## src/rtl/tcp_logger_cfg.svh

```systemverilog
`ifndef TCP_LOGGER_CFG_SVH
`define TCP_LOGGER_CFG_SVH

// width of one network flit in bits.
`define TCP_LOGGER_FLIT_W 64

// number of records the log memory holds.
`define TCP_LOGGER_LOG_DEPTH 16

// address width of the log memory, log2 of the depth.
`define TCP_LOGGER_ADDR_W 4

// node id of this logger. It goes into the src field of forwarded headers.
`define TCP_LOGGER_NODE_ID 8'h21

// next node that logged packets are sent on to.
`define TCP_LOGGER_FWD_DST 8'h05

`endif

```

## src/rtl/tcp_logger_pkg.sv

```systemverilog
`include "tcp_logger_cfg.svh"

package tcp_logger_pkg;

    typedef logic [`TCP_LOGGER_FLIT_W-1:0] flit_t;
    typedef logic [7:0]                    node_id_t;
    typedef logic [7:0]                    flit_cnt_t;
    typedef logic [15:0]                   payload_len_t;
    typedef logic [31:0]                   tcp_seq_t;
    typedef logic [7:0]                    tcp_flags_t;

    typedef logic [`TCP_LOGGER_ADDR_W-1:0] log_addr_t;
    // one bit wider than the address so that a full log can be counted.
    typedef logic [`TCP_LOGGER_ADDR_W:0]   log_cnt_t;

    // first flit of a packet on the network.
    // msg_len counts the flits that follow the header.
    typedef struct packed {
        node_id_t   dst;
        node_id_t   src;
        flit_cnt_t  msg_len;
        logic [39:0] rsvd;
    } noc_hdr_t;

    // third flit of a packet, the start of the TCP header.
    typedef struct packed {
        tcp_seq_t   seq;
        tcp_flags_t flags;
        logic [23:0] other;
    } tcp_hdr_flit_t;

    // one entry of the log memory.
    typedef struct packed {
        node_id_t     src;
        tcp_seq_t     seq;
        tcp_flags_t   flags;
        payload_len_t payload_len;
    } log_record_t;

endpackage

```

## src/rtl/tcp_logger_mem.sv

```systemverilog
`timescale 1ns/1ns
`include "tcp_logger_cfg.svh"

module tcp_logger_mem (
    input  logic                        clk,
    input  logic                        rst,

    input  logic                        wr_val,
    input  tcp_logger_pkg::log_addr_t   wr_addr,
    input  tcp_logger_pkg::log_record_t wr_record,
    output logic                        wr_rdy,

    input  logic                        rd_val,
    input  tcp_logger_pkg::log_addr_t   rd_addr,
    output tcp_logger_pkg::log_record_t rd_data,
    output logic                        rd_data_val
);

    tcp_logger_pkg::log_record_t mem [`TCP_LOGGER_LOG_DEPTH];

    // one port, so the host read wins the cycle.
    assign wr_rdy = ~rd_val;

    always_ff @(posedge clk) begin
        if (wr_val && wr_rdy) begin
            mem[wr_addr] <= wr_record;
        end
        if (rd_val) begin
            rd_data <= mem[rd_addr];
        end
    end

    always_ff @(posedge clk) begin
        if (rst) begin
            rd_data_val <= 1'b0;
        end else begin
            rd_data_val <= rd_val;
        end
    end

    // the control must hold the TCP flit back while the host reads.
    a_no_wr_during_rd: assert property (@(posedge clk) disable iff (rst)
        wr_val |-> !rd_val)
        else $error("write requested during a host read");

endmodule

```

## src/rtl/tcp_logger_record.sv

```systemverilog
`timescale 1ns/1ns

module tcp_logger_record (
    input  logic                        clk,
    input  logic                        rst,

    input  logic                        in_val,
    output logic                        in_rdy,
    input  tcp_logger_pkg::flit_t       in_flit,

    output logic                        out_val,
    input  logic                        out_rdy,
    output tcp_logger_pkg::flit_t       out_flit,

    input  logic                        rd_val,
    input  tcp_logger_pkg::log_addr_t   rd_addr,
    output tcp_logger_pkg::log_record_t rd_data,
    output logic                        rd_data_val,

    output tcp_logger_pkg::log_cnt_t    log_count
);

    logic                        store_hdr;
    logic                        mod_hdr_flit;
    logic                        store_len;
    logic                        incr_num_flits;
    logic                        incr_addr;
    logic                        last_flit;
    logic                        log_full;
    logic                        wr_val;
    logic                        wr_rdy;
    tcp_logger_pkg::log_addr_t   wr_addr;
    tcp_logger_pkg::log_record_t wr_record;

    tcp_logger_record_ctrl i_ctrl (
        .clk            (clk),
        .rst            (rst),
        .in_val         (in_val),
        .in_rdy         (in_rdy),
        .out_val        (out_val),
        .out_rdy        (out_rdy),
        .wr_val         (wr_val),
        .wr_rdy         (wr_rdy),
        .store_hdr      (store_hdr),
        .mod_hdr_flit   (mod_hdr_flit),
        .store_len      (store_len),
        .incr_num_flits (incr_num_flits),
        .incr_addr      (incr_addr),
        .last_flit      (last_flit),
        .log_full       (log_full)
    );

    tcp_logger_record_datap i_datap (
        .clk            (clk),
        .rst            (rst),
        .in_flit        (in_flit),
        .out_flit       (out_flit),
        .store_hdr      (store_hdr),
        .mod_hdr_flit   (mod_hdr_flit),
        .store_len      (store_len),
        .incr_num_flits (incr_num_flits),
        .incr_addr      (incr_addr),
        .last_flit      (last_flit),
        .log_full       (log_full),
        .wr_addr        (wr_addr),
        .wr_record      (wr_record),
        .log_count      (log_count)
    );

    tcp_logger_mem i_mem (
        .clk         (clk),
        .rst         (rst),
        .wr_val      (wr_val),
        .wr_addr     (wr_addr),
        .wr_record   (wr_record),
        .wr_rdy      (wr_rdy),
        .rd_val      (rd_val),
        .rd_addr     (rd_addr),
        .rd_data     (rd_data),
        .rd_data_val (rd_data_val)
    );

endmodule

```

## src/rtl/tcp_logger_record_ctrl.sv

```systemverilog
`timescale 1ns/1ns

module tcp_logger_record_ctrl (
    input  logic clk,
    input  logic rst,

    input  logic in_val,
    output logic in_rdy,

    output logic out_val,
    input  logic out_rdy,

    output logic wr_val,
    input  logic wr_rdy,

    output logic store_hdr,
    output logic mod_hdr_flit,
    output logic store_len,
    output logic incr_num_flits,
    output logic incr_addr,

    input  logic last_flit,
    input  logic log_full
);

    typedef enum logic [1:0] {
        READY     = 2'd0,
        PASS_META = 2'd1,
        GRAB_HDR  = 2'd2,
        PASS_DATA = 2'd3
    } state_e;

    state_e state_reg;
    state_e state_next;

    logic   xfer;

    always_ff @(posedge clk) begin
        if (rst) begin
            state_reg <= READY;
        end else begin
            state_reg <= state_next;
        end
    end

    // handshake on the pass-through path. In GRAB_HDR the log memory must also accept.
    assign xfer = in_val & out_rdy & ((state_reg != GRAB_HDR) | wr_rdy);

    always_comb begin
        in_rdy         = 1'b0;
        out_val        = 1'b0;
        wr_val         = 1'b0;
        store_hdr      = 1'b0;
        mod_hdr_flit   = 1'b0;
        store_len      = 1'b0;
        incr_num_flits = 1'b0;
        incr_addr      = 1'b0;
        state_next     = state_reg;

        case (state_reg)
            READY: begin
                in_rdy       = out_rdy;
                out_val      = in_val;
                mod_hdr_flit = in_val;
                store_hdr    = 1'b1;
                if (xfer) begin
                    state_next = PASS_META;
                end
            end
            PASS_META: begin
                in_rdy  = out_rdy;
                out_val = in_val;
                if (xfer) begin
                    store_len      = 1'b1;
                    incr_num_flits = 1'b1;
                    state_next     = GRAB_HDR;
                end
            end
            GRAB_HDR: begin
                // a host read holds the TCP flit so that its record is not dropped.
                in_rdy  = out_rdy & wr_rdy;
                out_val = in_val & wr_rdy;
                if (xfer) begin
                    wr_val         = ~log_full;
                    incr_addr      = ~log_full;
                    incr_num_flits = 1'b1;
                    if (last_flit) begin
                        state_next = READY;
                    end else begin
                        state_next = PASS_DATA;
                    end
                end
            end
            PASS_DATA: begin
                in_rdy  = out_rdy;
                out_val = in_val;
                if (xfer) begin
                    incr_num_flits = 1'b1;
                    if (last_flit) begin
                        state_next = READY;
                    end
                end
            end
            default: begin
                state_next = READY;
            end
        endcase
    end

    // a TCP flit that is held back must stay offered until its record is written.
    property p_tcp_flit_held;
        @(posedge clk) disable iff (rst)
        (state_reg == GRAB_HDR && in_val && !in_rdy) |=> in_val;
    endproperty

    a_tcp_flit_held: assert property (p_tcp_flit_held)
        else $error("TCP flit withdrawn before its record was written");

endmodule

```

## src/rtl/tcp_logger_record_datap.sv

```systemverilog
`timescale 1ns/1ns
`include "tcp_logger_cfg.svh"

module tcp_logger_record_datap (
    input  logic                       clk,
    input  logic                       rst,

    input  tcp_logger_pkg::flit_t      in_flit,
    output tcp_logger_pkg::flit_t      out_flit,

    input  logic                       store_hdr,
    input  logic                       mod_hdr_flit,
    input  logic                       store_len,
    input  logic                       incr_num_flits,
    input  logic                       incr_addr,

    output logic                       last_flit,
    output logic                       log_full,

    output tcp_logger_pkg::log_addr_t  wr_addr,
    output tcp_logger_pkg::log_record_t wr_record,
    output tcp_logger_pkg::log_cnt_t   log_count
);

    tcp_logger_pkg::noc_hdr_t      hdr_in;
    tcp_logger_pkg::noc_hdr_t      hdr_out;
    tcp_logger_pkg::tcp_hdr_flit_t tcp_flit;

    tcp_logger_pkg::node_id_t      src_reg;
    tcp_logger_pkg::flit_cnt_t     msg_len_reg;
    tcp_logger_pkg::payload_len_t  payload_len_reg;
    tcp_logger_pkg::flit_cnt_t     num_flits;
    tcp_logger_pkg::log_cnt_t      addr_cnt;

    assign hdr_in   = tcp_logger_pkg::noc_hdr_t'(in_flit);
    assign tcp_flit = tcp_logger_pkg::tcp_hdr_flit_t'(in_flit);

    always_comb begin
        hdr_out     = hdr_in;
        hdr_out.dst = `TCP_LOGGER_FWD_DST;
        hdr_out.src = `TCP_LOGGER_NODE_ID;
    end

    assign out_flit = mod_hdr_flit ? tcp_logger_pkg::flit_t'(hdr_out) : in_flit;

    // the header fields are taken every cycle in READY. The last load is the real header.
    always_ff @(posedge clk) begin
        if (store_hdr) begin
            src_reg     <= hdr_in.src;
            msg_len_reg <= hdr_in.msg_len;
        end
        if (store_len) begin
            payload_len_reg <= in_flit[`TCP_LOGGER_FLIT_W-1 -: 16];
        end
    end

    // num_flits holds how many flits after the header have already passed.
    always_ff @(posedge clk) begin
        if (rst || store_hdr) begin
            num_flits <= '0;
        end else if (incr_num_flits) begin
            num_flits <= num_flits + 8'd1;
        end
    end

    assign last_flit = (tcp_logger_pkg::flit_cnt_t'(num_flits + 8'd1) == msg_len_reg);

    always_ff @(posedge clk) begin
        if (rst) begin
            addr_cnt <= '0;
        end else if (incr_addr && !log_full) begin
            addr_cnt <= addr_cnt + 1'b1;
        end
    end

    assign log_full  = (addr_cnt == tcp_logger_pkg::log_cnt_t'(`TCP_LOGGER_LOG_DEPTH));
    assign wr_addr   = addr_cnt[`TCP_LOGGER_ADDR_W-1:0];
    assign log_count = addr_cnt;

    always_comb begin
        wr_record.src         = src_reg;
        wr_record.seq         = tcp_flit.seq;
        wr_record.flags       = tcp_flit.flags;
        wr_record.payload_len = payload_len_reg;
    end

    // packets with fewer than two flits after the header are not handled.
    a_msg_len_min: assert property (@(posedge clk) disable iff (rst)
        store_len |-> msg_len_reg >= 8'd2)
        else $error("packet shorter than three flits");

endmodule

```

## config.mk

```make
export PLATFORM = sky130hd
export DESIGN_NAME = tcp_logger_record
export DESIGN_NICKNAME = d
export VERILOG_FILES = /design/src/rtl/tcp_logger_pkg.sv /design/src/rtl/tcp_logger_mem.sv /design/src/rtl/tcp_logger_record.sv /design/src/rtl/tcp_logger_record_ctrl.sv /design/src/rtl/tcp_logger_record_datap.sv
export VERILOG_INCLUDE_DIRS = /design/src /design/src/rtl
export SDC_FILE = /design/constraint.sdc
export NUM_CORES = 1
export LEC_CHECK = 0
export BUFFER_PORTS_ARGS = -buffer_cell sky130_fd_sc_hd__buf_4
export CAP_MARGIN = 20
export CORE_MARGIN = 3
export CORE_UTILIZATION = 40
export CTS_CLUSTER_SIZE = 25
export DETAILED_ROUTE_END_ITERATION = 7
export MAX_ROUTING_LAYER = met4
export SLEW_MARGIN = 20
export SYNTH_ARGS = -nofsm -noshare
export SYNTH_HDL_FRONTEND = slang
export SYNTH_HIERARCHICAL = 1
export SYNTH_SLANG_ARGS = --single-unit
```

## constraint.sdc

```tcl
create_clock -name clk -period 7.37 [get_ports clk]
set_input_delay 0.737 -clock clk [delete_from_list [all_inputs] [get_ports clk]]
set_output_delay 0.737 -clock clk [all_outputs]
set_load 0.005 [all_outputs]
```

==> results.py <==
metrics = {
    "critical_path": {
        "endpoint_kind": "register",
        "critical_path_class": "register to register",
        "rrSetupSlack_ns": 2.94,
        "start_kind": "register",
        "required_ns": 7.65,
        "crit_path_start": "i_datap/log_count[0]",
        "critPathMaxFanout": 48,
        "r2r-start": "i_datap/log_count[0]",
        "worstRegToRegCells": 8,
        "crit_arrival_ns": 4.71,
    },
    "floorplanning": {
        "rows": 119,
        "die_x_um": 334,
        "start_util": 0.405,
        "die_h_um": 334,
        "dieArea_um2": 111000,
        "core_area_um2": 106000,
        "pin_count": 209,
    },
    "cells_and_area": {
        "stdcell_count": 3509,
        "layout_common_cells": "edfxtp_1, mux4_2, buf_4, a22oi_1, clkbuf_16",
        "final_area_um2": 48700,
        "fill_cells": 8737,
        "final_nets": 2104,
        "final_common_cell": "edfxtp_1",
        "regArea_um2": 34000,
        "largest_reg_flops": 1024,
        "multiInputGateArea_um2": 7980,
        "drive_gt1_frac": 0.297,
        "area.growth.synth_to_final_pct": 13.2,
    },
    "yosys": {
        "yosysWarnings": 6,
        "synth_area_per_cell_um2": 22.6,
        "yosysSeqAreaShare": 0.790,
        "syn-num-nets": 1981,
        "ys_seq_elements": 1136,
        "synthCells": 1905,
        "synth_area_um2": 43000,
        "synth_edf_count": 1120,
        "ys.flop_type": "edfxtp_1",
        "ys_types": 45,
        "synthArstFlopShare": 0,
    },
    "power_and_ir_drop": {
        "p_leak_uw": 0.0154,
        "vdd_drop_max_v": 0.000225,
        "power.density_nw_per_um2": 270,
    },
    "sta": {
        "setup_viol": 0,
        "period_needed_ns": 4.43,
        "max_freq_mhz": 226,
        "rsz0062_at_grt": "false",
        "tns_ns": 0,
        "finalHoldViolCount": 0,
        "skew_ns": 0.0305,
        "worstMarginPinSlew_ns": 1.16,
        "fin_crit_sh": 0.602,
        "drv_slew": 0,
        "slew_headroom": 0.225,
    },
    "routing": {
        "route.top_layer_used": "met4",
        "met1_length_um": 41300,
        "first_pass_iters": 5,
        "ant_nets": 0,
        "met2WireLength_um": 46100,
        "wl_per_cell_um": 27.2,
        "drtIter0Drc": 1963,
        "viasPerCell": 5.53,
        "vias": 19400,
        "dr_wl_met3_um": 6130,
        "drt-total-wl_um": 95600,
        "drcViolationCount": 0,
    },
    "clock_network": {
        "htree_levels": 3,
        "clkSinkCount": 1136,
        "numCtsBuffers": 111,
        "cts_hold_buf": 0,
        "path_clk_slew_ns": 0.06,
        "clock-root-buffer": "clkbuf_16",
        "clockBufferDepth": 3,
        "cts_tree": "yes",
        "cts_setup_buffers": 0,
        "cts.repair.resized": 0,
        "insertion_delay_ns": 0.69,
    },
    "worst_hold_path": {
        "hold_depth": 2,
        "hold_path_class": "primary input to register",
        "hp-start": "rst",
    },
    "placement": {
        "place.port_buffers": 160,
        "dp.cells": 3305,
        "gp_congestion": 0.731,
        "dp_hpwl_um": 50500,
        "placed_area_um2": 45200,
    },
    "job": {
        "maxCapViolations": 0,
    },
    "grt": {
        "gr-total-overflow": 0,
        "first_global_vias": 20400,
        "track_usage": 0.176,
        "grt_start_max_net_pins": 127,
        "antenna_found_initial": 3,
        "grt_pass1_wl_um": 141000,
    },
    "status": {
        "status": "complete, no violations",
    },
}
-- metrics by stage --
stage | hold slack (ns) | total power, uW | setup slack, ns | util
after floorplan | 0.500 | 7640 | 0.611 | -
after global placement | 0.525 | 7860 | 3.11 | 0.426
after detailed placement | 0.537 | 7870 | 2.99 | 0.426
after CTS | 0.249 | 13300 | 2.92 | 0.459
after global routing | 0.281 | 13500 | 2.62 | 0.459
final | 0.299 | 13100 | 2.94 | 0.459
-- synthesized netlist by cell type, types with 3 or more instances --
cell      instances  area [um^2]
edfxtp_1       1120        33600
mux4_2          256         5770
a22oi_1         128          961
buf_4           100          751
nand2_1          70          263
clkbuf_1         42          158
nor2_1           31          116
dfxtp_1          16          320
buf_2            15         75.1
nor2b_1          14         87.6
buf_1            13         48.8
buf_6            13          146
xor2_1           11         96.3
nand4_1          10         62.6
nand2b_1          7         43.8
xnor2_1           7         61.3
nand3_1           5         25.0
nor3_1            5         25.0
or2_2             5         31.3
a21oi_1           4         20.0
inv_1             4         15.0
ha_1              3         37.5
o21a_1            3         22.5
-- path summary, 6_finish.rpt --
check,endpoint
max,i_mem/mem[5][23]
min,i_mem/rd_data_val
max reg2reg,i_mem/mem[5][23]
min reg2reg,i_datap/num_flits[7]
-- per-layer routing --
layer,vias to the layer above,global-route usage
li1,8154,-
met1,10500,0.241
met2,612,0.275
met3,133,0.0339
met4,0,0.0460
met5,-,-
-- where the power goes --
group          internal [uW]  leakage (uW)  total [uW]  switching [uW]
clock                   3050       0.00167        5400            2350
combinational            232       0.00344         542             309
sequential              7140        0.0103        7180            41.8
-- cell families (layout without fill, tap and decap cells) --
logic type,Yosys count,after routing,synth area share
other cells,0,2,0
flops,1136,1136,0.790
buf+inv,187,398,0.0278
fa+ha+maj,3,3,0.000873
xor+xnor,18,18,0.00367
simple gates,160,160,0.0181
mux,257,257,0.134
compound gates,144,144,0.0254
-- cell type report --
| cell class | count | area share |
|---|---|---|
| Antenna cell | 2 | 0.000103 |
| Clock buffer | 138 | 0.0592 |
| Clock inverter | 63 | 0.0115 |
| Inverter | 4 | 0.000308 |
| Multi-Input combinational cell | 582 | 0.164 |
| Sequential cell | 1136 | 0.698 |
| Tap cell | 1391 | 0.0358 |
| Timing Repair Buffer | 193 | 0.0317 |
-- critical path: stages (launching register included) --
cell and delay, ns:
dfxtp_1 0.59, inv_1 0.14, ha_1 0.22, nand4bb_1 0.16, inv_1 0.08, nor4b_2 0.67, nand4b_1 0.54, nor2_4 0.69
buf_4 0.85
No activity file was read; power rests on OpenSTA's default activity.
